### config.mk
export PLATFORM = sky130hd
export DESIGN_NAME = byte_fifo_flat
export DESIGN_NICKNAME = d
export VERILOG_FILES = /design/src/rtl/ft245_pkg.sv /design/src/rtl/fifo_if.sv /design/src/rtl/byte_fifo.sv /design/src/flat_wrapper.sv
export SDC_FILE = /design/constraint.sdc
export NUM_CORES = 1
export LEC_CHECK = 0
export BUFFER_PORTS_ARGS = -buffer_cell sky130_fd_sc_hd__buf_2
export CORE_MARGIN = 2
export CORE_UTILIZATION = 61
export DETAILED_ROUTE_END_ITERATION = 10
export HOLD_SLACK_MARGIN = 0.15
export PLACE_DENSITY = 0.85
export SYNTH_ARGS = -nofsm -noshare
export SYNTH_HDL_FRONTEND = slang
export SYNTH_SLANG_ARGS = --single-unit
### constraint.sdc
create_clock -name ftdi_clk -period 3.2 [get_ports ftdi_clk]
set_input_delay 0.32 -clock ftdi_clk [delete_from_list [all_inputs] [get_ports ftdi_clk]]
set_output_delay 0.32 -clock ftdi_clk [all_outputs]
set_load 0.01 [all_outputs]
### src/rtl/ft245_pkg.sv
// shared types for the FT245 bridge; one clock domain only, FIFO depth must be a power of two
package ft245_pkg;

	// one byte on the chip bus or in either FIFO
	typedef logic [7:0] byte_t;

	// bus sequencer states
	// READ_OE is the turnaround cycle in which the chip takes the bus
	// before rd_n is allowed to fall
	typedef enum logic [1:0] {
		IDLE    = 2'd0,
		READ_OE = 2'd1,
		READ    = 2'd2,
		WRITE   = 2'd3
	} bus_state_t;

	// log2 of the FIFO depth
	// 4 gives 16 entries, which is enough to cover
	// one read burst after almost_full is seen
	// any value of 2 or more works
	parameter int FIFO_ADDR_W_DEFAULT = 4;

endpackage
### src/rtl/fifo_if.sv
// one FIFO's push, pop, flags and data; the FIFO and both of its users must share ftdi_clk
`timescale 1ns/1ps

interface fifo_if import ft245_pkg::*; #(
	parameter int FIFO_ADDR_W = FIFO_ADDR_W_DEFAULT
) (
	input logic ftdi_clk,
	input logic rst
);

	// write side
	logic                 push;
	byte_t                wdata;

	// read side, rdata is valid whenever empty is low
	logic                 pop;
	byte_t                rdata;

	// status
	logic                 full;
	logic                 almost_full;
	logic                 empty;

	// fill level, one bit wider than the address so full fits
	logic [FIFO_ADDR_W:0] level;

	// the storage side
	modport store (
		input  ftdi_clk,
		input  rst,
		input  push,
		input  wdata,
		input  pop,
		output rdata,
		output full,
		output almost_full,
		output empty,
		output level
	);

	// anything that pushes or pops
	modport user (
		output push,
		output wdata,
		output pop,
		input  rdata,
		input  full,
		input  almost_full,
		input  empty
	);

endinterface

### src/rtl/byte_fifo.sv
// synchronous fall-through byte FIFO; push when full and pop when empty are dropped silently
`timescale 1ns/1ps

module byte_fifo import ft245_pkg::*; #(
	parameter int FIFO_ADDR_W = FIFO_ADDR_W_DEFAULT
) (
	fifo_if.store f
);

	localparam int DEPTH = 2 ** FIFO_ADDR_W;

	// flag thresholds at pointer width
	localparam logic [FIFO_ADDR_W:0] LVL_FULL   = (FIFO_ADDR_W + 1)'(DEPTH);
	localparam logic [FIFO_ADDR_W:0] LVL_ALMOST = (FIFO_ADDR_W + 1)'(DEPTH - 1);
	localparam logic [FIFO_ADDR_W:0] LVL_EMPTY  = '0;

	// storage
	byte_t mem [DEPTH];

	// pointers carry an extra wrap bit
	logic [FIFO_ADDR_W:0] wr_ptr;
	logic [FIFO_ADDR_W:0] rd_ptr;

	// qualified requests
	logic do_push;
	logic do_pop;

	assign do_push = f.push && !f.full;
	assign do_pop  = f.pop && !f.empty;

	// level from the pointer difference, wraps cleanly
	assign f.level = wr_ptr - rd_ptr;

	// flags follow the registered pointers,
	// so they move one edge after the push or pop
	assign f.empty       = (f.level == LVL_EMPTY);
	assign f.full        = (f.level == LVL_FULL);
	// one slot of slack for the byte the chip hands over
	// on the same edge that the sequencer sees this flag
	assign f.almost_full = (f.level >= LVL_ALMOST);

	always_ff @(posedge f.ftdi_clk) begin
		if (f.rst) begin
			wr_ptr <= '0;
			rd_ptr <= '0;
		end else begin
			if (do_push) begin
				wr_ptr <= wr_ptr + 1'b1;
			end
			if (do_pop) begin
				rd_ptr <= rd_ptr + 1'b1;
			end
		end
	end

	// array write, contents need no reset
	always_ff @(posedge f.ftdi_clk) begin
		if (do_push) begin
			mem[wr_ptr[FIFO_ADDR_W-1:0]] <= f.wdata;
		end
	end

	// fall-through read
	// head byte is visible without a pop
	assign f.rdata = mem[rd_ptr[FIFO_ADDR_W-1:0]];

endmodule

### src/flat_wrapper.sv
// flat-port wrapper written by rule: the top's interface ports become plain ports
module byte_fifo_flat import ft245_pkg::*;
#(
	parameter int FIFO_ADDR_W = FIFO_ADDR_W_DEFAULT
)
  (ftdi_clk, rst, f_push, f_wdata, f_pop, f_rdata, f_full, f_almost_full, f_empty, f_level);
  fifo_if #(.FIFO_ADDR_W(FIFO_ADDR_W)) f_i (.ftdi_clk(ftdi_clk), .rst(rst));
  input wire logic ftdi_clk;
  input wire logic rst;
  input wire logic [$bits(f_i.push)-1:0] f_push;
  input wire logic [$bits(f_i.wdata)-1:0] f_wdata;
  input wire logic [$bits(f_i.pop)-1:0] f_pop;
  output wire logic [$bits(f_i.rdata)-1:0] f_rdata;
  output wire logic [$bits(f_i.full)-1:0] f_full;
  output wire logic [$bits(f_i.almost_full)-1:0] f_almost_full;
  output wire logic [$bits(f_i.empty)-1:0] f_empty;
  output wire logic [$bits(f_i.level)-1:0] f_level;
  assign f_i.push = f_push;
  assign f_i.wdata = f_wdata;
  assign f_i.pop = f_pop;
  assign f_rdata = f_i.rdata;
  assign f_full = f_i.full;
  assign f_almost_full = f_i.almost_full;
  assign f_empty = f_i.empty;
  assign f_level = f_i.level;
  byte_fifo #(.FIFO_ADDR_W(FIFO_ADDR_W)) u_core (.f(f_i));
endmodule
==> results of run 1 <==
==> power groups by stage <==
stage / clock network (mW) / logic [mW] / registers [mW]
detailed placement: 0 / 1.61 / 2.21
floorplan: 0 / 1.15 / 2.19
global placement: 0 / 1.58 / 2.21
CTS: 1.90 / 1.63 / 2.17
finish: 1.88 / 1.68 / 2.17
global route: 1.99 / 1.80 / 2.18
==> registers in the layout (all words and copies together) (netlist names), named ones only <==
signal and flops:
u_core.mem 128, u_core.rd_ptr 5, u_core.wr_ptr 5
==> cells in the mapped netlist (4+ instances only) <==
cell type,count
edfxtp_1,128
mux4_2,40
dfxtp_1,14
nor2_1,14
and3_1,12
ha_1,9
mux2_2,9
inv_1,8
nor2b_1,7
a21oi_1,6
nand2b_1,6
buf_1,5
and2_1,4
==> cells by family after synthesis <==
group,after synthesis,synth area share
AO/OA/AOI/OAI,14,0.0204
buffers and inverters,21,0.0169
flip-flops,142,0.706
multiplexers,51,0.175
adder cells (fa/ha/maj),10,0.0227
XOR/XNOR,4,0.00729
AND/OR/NAND/NOR,54,0.0516
==> routing by layer <==
layer  global-route usage  vias up  part of all wire
met5                    0        -            0.0012
met4                0.108        2             0.029
met3               0.0800       28             0.067
met2                0.363      139              0.49
met1                0.333     1477              0.42
li1                     -     1281                 -
==> final timing paths <==
| check | from | to | cells past startpoint |
|---|---|---|---|
| setup / recovery | u_core.wr_ptr[0] | f_almost_full | 10 |
| hold / removal | f_wdata[5] | u_core.mem[1][5] | 1 |
| setup reg to reg | u_core.wr_ptr[0] | u_core.mem[1][7] | 9 |
| hold reg to reg | u_core.wr_ptr[1] | u_core.wr_ptr[1] | 2 |
==> through the flow <==
stage                     area [um^2]   TNS, ns  std cells  utilization
after floorplan                  5840         0        296            -
after global placement           6120         0        445        0.660
after detailed placement         6120         0        445        0.660
after CTS                        6700         0        477        0.721
after global routing             6730  -0.00501        478        0.725
final                            6730         0        478        0.725
==> worst register-to-register path, delay by kind of cell (launching register included) <==
family | cells | cell delay, ns
DFF | 1 | 0.32
buffers and inverters | 2 | 0.18
and+or+nand+nor | 2 | 0.68
xor gates and xnor gates | 1 | 0.26
adders and majority gates | 2 | 0.59
AOI/OAI and AO/OA | 2 | 0.55
==> what timing repair did <==
item / 4_1_cts / 5_1_grt
buffers inserted: 0 / 1
setup endpoints to repair: 0 / 58
gates resized for setup: 0 / 4
==> cell type report <==
| class | instances | area, um^2 |
|---|---|---|
| clock buffer | 17 | 414 |
| clock inverter | 15 | 159 |
| fill | 567 | 2550 |
| inverter | 9 | 33.8 |
| multi-input combinational | 133 | 1650 |
| sequential | 142 | 4130 |
| tap | 129 | 161 |
| timing repair buffer | 33 | 193 |
==> placed cells by master (no fill, tap or decap), types with 2 or more instances in the layout <==
cell,count
a21oi_2,2
ha_1,9
a21oi_1,6
mux4_2,40
dfxtp_1,13
bufinv_16,2
inv_6,6
mux2i_1,2
buf_2,27
nand2_1,3
nand2b_1,5
clkinvlp_4,5
buf_4,5
mux2_2,9
nand4_1,3
and3_1,12
nor2_1,14
nor2b_1,7
nand3_1,2
inv_1,8
edfxtp_1,128
xor2_1,3
and2_1,4
clkbuf_16,16
==> results.toml, run 1 <==
[layout]
diodes = 0
areaGrowthSynthToFinish_pct = 15.3
drive_gt1_frac = 0.358
finalNetCount = 358

[yosys]
synth_top_area_share = 0.658
synthFlopType = "edfxtp_1"
async_flop_share = 0
ys_warn_count = 0
yosysTopAreaCell = "edfxtp_1"
netlist_instances = 296
synth_area_leaders = "edfxtp_1 66%, mux4_2 15%, dfxtp_1 4.8%"
avgSynthCellArea_um2 = 19.7
ys_seq_area_frac = 0.706
synth_fp_nets = 318
synth-edff-count = 128
synth_area_um2 = 5840
ys_types = 34
ys_seq_elements = 142

[route]
first_pass_iters = 4
drc = 0
viasPerCell = 6.12
wire_per_inst_um = 24.0
wl_um = 11500
ant_nets = 0
num_vias = 2927
drt_iter0_drc = 274

[die]
die-area_um2 = 10400
fp.coreArea_um2 = 9280
rows = 35
io_pins = 28
dieHeight_um = 102
die_w_um = 102
start_util = 0.629

[cts]
clk_pin_slew_worst_paths_ns = 0.07
cts_tree = "yes"
holdBufCountCts = 0
numCtsBuffers = 17
clk-insertion-delay-late_ns = 0.52
ctsHtreeMaxLevel = 4
cts_buffer_depth = 2
cts-root-buf = "clkbuf_8"
numClockSinks = 142

[power]
p_clk_frac = 0.328
power_density_nw_per_um2 = 852
vdd_ir_drop_max_uv = 941
p_sw_frac = 0.298
power.total_mw = 5.74
power.switching_mw = 1.71
comb_power_share = 0.293
pwr-share-seq = 0.379
p_leak_nw = 2.30
p_int_mw = 4.03

[timing]
finalWorstSetupSlack_ns = 0.154
clock-skew-final_ns = 0.00978
slew_headroom = 0.601
timing.hold.ws_ns = 0.207
period_share = 0.952
setup_viol_count_final = 0
layout_min_cycle_time_ns = 3.05
worst_slew_pin_slew_ns = 0.598
fmax_mhz = 328
hold_viol_final = 0
slew_violations = 0

[global_routing]
grt_usage = 0.243
grt_pass1_vias = 2923
antenna_found_initial = 1
grt_max_degree = 33
grt_pass1_wl_um = 17100
grt-ovfl-total = 0

[placement]
io_buffers = 27
pre_cts_slack_ns = 0.206
gp_congestion = 0.859
dp_hpwl_um = 7090

[status]
status = "complete, no violations"

[worst_setup_path]
critPathSlowestCell = "fa_2"
cpPeakStageDelay_ns = 0.37
start_kind = "flip-flop"
critical_path.max_fanout = 6
end_kind = "primary output"
r2r_slack_ns = 0.28
worstSetupPathType = "reg -> out"
path_cells = "inv_1 -> ha_1 -> fa_2 -> nand2b_4 -> a21oi_4 -> xor2_4 -> inv_2 -> buf_4 -> a41o_1 -> buf_2"
crit_family = "adder cells"
worst_ep_required_time_ns = 2.88
crit_buf_inv = 4
arrival_ns = 2.73

[worst_hold_path]
hold_path_class = "in -> reg"

[flow_run]
maxCapViolCount = 0
No activity file was read; power rests on OpenSTA's default activity.
==> inputs of run 2 (changes only) <==
--- a/config.mk
+++ b/config.mk
@@ -6,6 +6,7 @@
 export NUM_CORES = 1
 export LEC_CHECK = 0
 export BUFFER_PORTS_ARGS = -buffer_cell sky130_fd_sc_hd__buf_2
+export CORE_ASPECT_RATIO = 1.1
 export CORE_MARGIN = 2
 export CORE_UTILIZATION = 61
 export DETAILED_ROUTE_END_ITERATION = 10
==> results.toml, run 2 (synthesized netlist as in run 1, its figures left out) <==
[timing]
fmax_mhz = 326
finalWorstSetupSlack_ns = 0.132
tns_ns = 0
clock-skew-final_ns = 0.0115
timing.hold.ws_ns = 0.213
worst_slew_pin_slew_ns = 0.663
layout_min_cycle_time_ns = 3.07
hold_viol_final = 0
slew_headroom = 0.557
setup_viol_count_final = 0
period_share = 0.959
slew_violations = 0
rsz0062_at_grt = "no"

[power]
power_density_nw_per_um2 = 836
power.total_mw = 5.63
p_leak_nw = 2.35
vdd_ir_drop_max_uv = 710

[die]
dieHeight_um = 107
die_w_um = 97.3
die-area_um2 = 10400
rows = 37
start_util = 0.625
io_pins = 28
fp.coreArea_um2 = 9350

[layout]
areaGrowthSynthToFinish_pct = 15.3
diodes = 0
mostFrequentLayoutCells = "128 x edfxtp_1, 40 x mux4_2, 27 x buf_2"
largest_reg_flops = 128
drive_gt1_frac = 0.362
final.fill_count = 579
finalNetCount = 365
mostFrequentLayoutCell = "edfxtp_1"

[route]
first_pass_iters = 7
viasPerCell = 6.21
drc = 0
wire_per_inst_um = 24.2
num_vias = 2935
drt_iter0_drc = 247
wl_um = 11400
ant_nets = 0

[cts]
clk_pin_slew_worst_paths_ns = 0.06
clk-insertion-delay-late_ns = 0.52
holdBufCountCts = 0
cts-root-buf = "clkbuf_8"
numCtsBuffers = 17
cts_tree = "yes"
ctsHtreeMaxLevel = 4
numClockSinks = 142
cts_buffer_depth = 2

[flow_run]
maxCapViolCount = 0

[worst_setup_path]
path_cells = "inv_1 -> ha_1 -> fa_1 -> nand2b_1 -> a21oi_2 -> xor2_2 -> inv_2 -> a41o_1 -> buf_2"
end_kind = "primary output"
cpPeakStageDelay_ns = 0.42
worstSetupPathType = "reg -> out"
arrival_ns = 2.75
start_kind = "flip-flop"
critical_path.max_fanout = 7
worst_ep_required_time_ns = 2.88
critPathSlowestCell = "fa_1"

[global_routing]
grt_pass1_wl_um = 17600
grt_max_degree = 33
antenna_found_initial = 0
grt-ovfl-total = 0
grt_pass1_vias = 3117
grt_usage = 0.240

[worst_hold_path]
hold_path_class = "in -> reg"

[placement]
io_buffers = 27
gp_congestion = 0.897
pre_cts_slack_ns = 0.0804
dp_hpwl_um = 6930

[status]
status = "complete, no violations"
-- run 2: cell count changes in the layout (fill, tap and decap cells not counted), sizes merged --
cell      delta
clkinv       +8
buf          +7
inv          -6
clkinvlp     -3
bufinv       +1
-- run 2: critical path, delay by kind of cell (launching register included) --
family | cells | cell delay, ns
AND/OR/NAND/NOR | 1 | 0.19
buffers and inverters | 3 | 0.38
flip-flops | 1 | 0.41
AO/OA/AOI/OAI | 2 | 0.39
adder cells (fa/ha/maj) | 2 | 0.64
XOR/XNOR | 1 | 0.22
-- run 2: path summary, 6_finish.rpt --
path / startpoint / end / slack (ns) / depth (start not counted)
worst max register to register: u_core.wr_ptr[0] / u_core.mem[0][0] / 0.16 / 11
worst max-delay path: u_core.wr_ptr[0] / f_almost_full / 0.13 / 9
worst min-delay path: f_wdata[7] / u_core.mem[3][7] / 0.21 / 1
worst min register to register: u_core.wr_ptr[4] / u_core.wr_ptr[4] / 0.58 / 2
-- run 2: routing by layer --
layer / routed length (um) / up-vias / track usage / share of wire
met2: 5810 / 119 / 0.385 / 0.51
li1: - / 1285 / - / -
met4: 220 / 0 / 0.0903 / 0.019
met3: 770 / 16 / 0.0704 / 0.067
met1: 4650 / 1515 / 0.318 / 0.41
met5: 0 / - / 0 / 0
-- run 2: layout make-up --
class	instances	area, um^2	area share
repair buffers	40	245	0.0364
clock buffers	17	414	0.0615
inverters	9	33.8	0.00502
well taps	117	146	0.0217
clock inverters	15	153	0.0227
multi-input cells	133	1620	0.240
flip-flops and latches	142	4130	0.612
-- run 2: power by group --
group	switching, mW	internal [mW]	total (mW)	leakage (nW)
Sequential	0.0563	2.12	2.18	1.27
Clock	0.696	1.17	1.86	0.281
Combinational	0.831	0.759	1.59	0.795
-- run 2: timing repair --
action                     4_1_cts  5_1_grt
hold endpoints to repair         0        0
buffers inserted                 1        0
setup endpoints to repair        1        0
resized for setup                0        0
-- run 2: stage by stage --
stage	std cells	cell area [um^2]	util
6_report	473	6740	0.720
5_1_grt	473	6740	0.720
4_1_cts	473	6740	0.720
3_5_place_dp	440	6160	0.659
3_3_place_gp	440	6160	0.659
2_1_floorplan	296	5840	-
==> inputs of run 3 (changes only) <==
--- a/config.mk
+++ b/config.mk
@@ -6,12 +6,14 @@
 export NUM_CORES = 1
 export LEC_CHECK = 0
 export BUFFER_PORTS_ARGS = -buffer_cell sky130_fd_sc_hd__buf_2
+export CELL_PAD_IN_SITES_DETAIL_PLACEMENT = 2
+export CELL_PAD_IN_SITES_GLOBAL_PLACEMENT = 2
 export CORE_ASPECT_RATIO = 1.1
 export CORE_MARGIN = 2
-export CORE_UTILIZATION = 61
+export CORE_UTILIZATION = 47
 export DETAILED_ROUTE_END_ITERATION = 10
 export HOLD_SLACK_MARGIN = 0.15
-export PLACE_DENSITY = 0.85
+export PLACE_DENSITY = 0.84
 export SYNTH_ARGS = -nofsm -noshare
 export SYNTH_HDL_FRONTEND = slang
 export SYNTH_SLANG_ARGS = --single-unit
==> results.toml, run 3 (synthesized netlist as in run 1, its figures left out) <==
[status]
status = "complete, no violations"

[layout]
finalNetCount = 370
areaGrowthSynthToFinish_pct = 18.3
mostFrequentLayoutCell = "edfxtp_1"
mostFrequentLayoutCells = "128 x edfxtp_1, 40 x mux4_2, 27 x buf_2"
diodes = 0
largest_reg_flops = 128
design_area_um2 = 6910
drive_gt1_frac = 0.377

[timing]
hold_viol_final = 0
setup_viol_count_final = 0
worst_slew_pin_slew_ns = 0.693
clock-skew-final_ns = 0.0204
slew_headroom = 0.537
fmax_mhz = 330
rsz0062_at_grt = "no"
layout_min_cycle_time_ns = 3.03
slew_violations = 0
period_share = 0.948
tns_ns = 0

[worst_setup_path]
start_kind = "flip-flop"
end_kind = "primary output"
critical_path.max_fanout = 7
path_cells = "inv_1 -> ha_1 -> fa_1 -> nand2b_1 -> a21oi_2 -> xor2_2 -> inv_2 -> a41o_1 -> buf_2"
crit_buf_inv = 3
worstSetupPathType = "reg -> out"
critPathSlowestCell = "dfxtp_1"
arrival_ns = 2.71
crit_family = "adder cells"
worst_ep_required_time_ns = 2.88
cpPeakStageDelay_ns = 0.43

[power]
power_density_nw_per_um2 = 899
power.total_mw = 6.21
p_leak_nw = 2.40
vdd_ir_drop_max_uv = 448

[die]
io_pins = 28
rows = 42
start_util = 0.483
dieHeight_um = 121
fp.coreArea_um2 = 12100
die-area_um2 = 13300
die_w_um = 110

[cts]
clk-insertion-delay-late_ns = 0.44
ctsHtreeMaxLevel = 4
numCtsBuffers = 17
cts_tree = "yes"
cts_buffer_depth = 2
cts-root-buf = "clkbuf_16"
numClockSinks = 142
clk_pin_slew_worst_paths_ns = 0.08

[route]
ant_nets = 0
first_pass_iters = 4
drc = 0
wire_per_inst_um = 35.4
num_vias = 3159
viasPerCell = 6.13
drt_iter0_drc = 332
wl_um = 18200

[global_routing]
grt_pass1_wl_um = 26100
grt-ovfl-total = 0
grt_usage = 0.299
grt_pass1_vias = 3453
antenna_found_initial = 1
grt_max_degree = 33

[placement]
dpl_cell_area_um2 = 6220
gp_congestion = 0.806
dp_hpwl_um = 10900
io_buffers = 27

[flow_run]
maxCapViolCount = 0

[worst_hold_path]
hold_path_class = "in -> reg"
[run 3: cell types whose count changed in the layout (fill, tap and decap cells not counted), sizes merged]
cell | before | now
clkinvlp | 2 | 1
buf | 40 | 45
clkinv | 10 | 7
clkbuf | 17 | 18
bufinv | 3 | 6
[run 3: area by class of cell]
type | count | area, um^2
Inverter | 9 | 33.8
Tap cell | 154 | 193
Clock inverter | 14 | 221
Sequential cell | 142 | 4130
Multi-Input combinational cell | 133 | 1620
Clock buffer | 18 | 429
Fill cell | 1031 | 5180
Timing Repair Buffer | 45 | 283
[run 3: routing by layer]
layer / vias up / global-route usage / routed length [um]
met5: - / 0 / 13
met2: 131 / 0.475 / 9060
met3: 35 / 0.0499 / 1010
li1: 1297 / - / -
met4: 2 / 0.123 / 566
met1: 1694 / 0.410 / 7570
[run 3: where the power goes]
part	switching, mW	leakage (nW)	internal [mW]
Clock	0.789	0.314	1.45
Combinational	0.933	0.818	0.796
Sequential	0.122	1.27	2.12
[run 3: what timing repair did]
action,CTS,global route
endpoints found under the setup margin,8,103
hold buffers,0,0
setup buffers,0,4
resized for setup,1,4
[run 3: worst paths after layout]
kind	start	to	slack, ns	depth (start not counted)
worst max-delay path	u_core.wr_ptr[0]	f_almost_full	0.17	9
worst min-delay path	f_wdata[0]	u_core.mem[1][0]	0.31	1
worst max register to register	u_core.wr_ptr[0]	u_core.mem[5][7]	0.18	11
worst min register to register	u_core.wr_ptr[4]	u_core.wr_ptr[4]	0.58	2
[run 3: through the flow]
step	std cells	util	worst slack [ns]	hold slack, ns
floorplan	296	-	0.424	0.419
global placement	479	0.515	0.309	0.554
detailed placement	479	0.515	0.0757	0.571
CTS	511	0.569	0.00418	0.302
global route	515	0.572	0.00801	0.316
finish	515	0.572	0.167	0.310
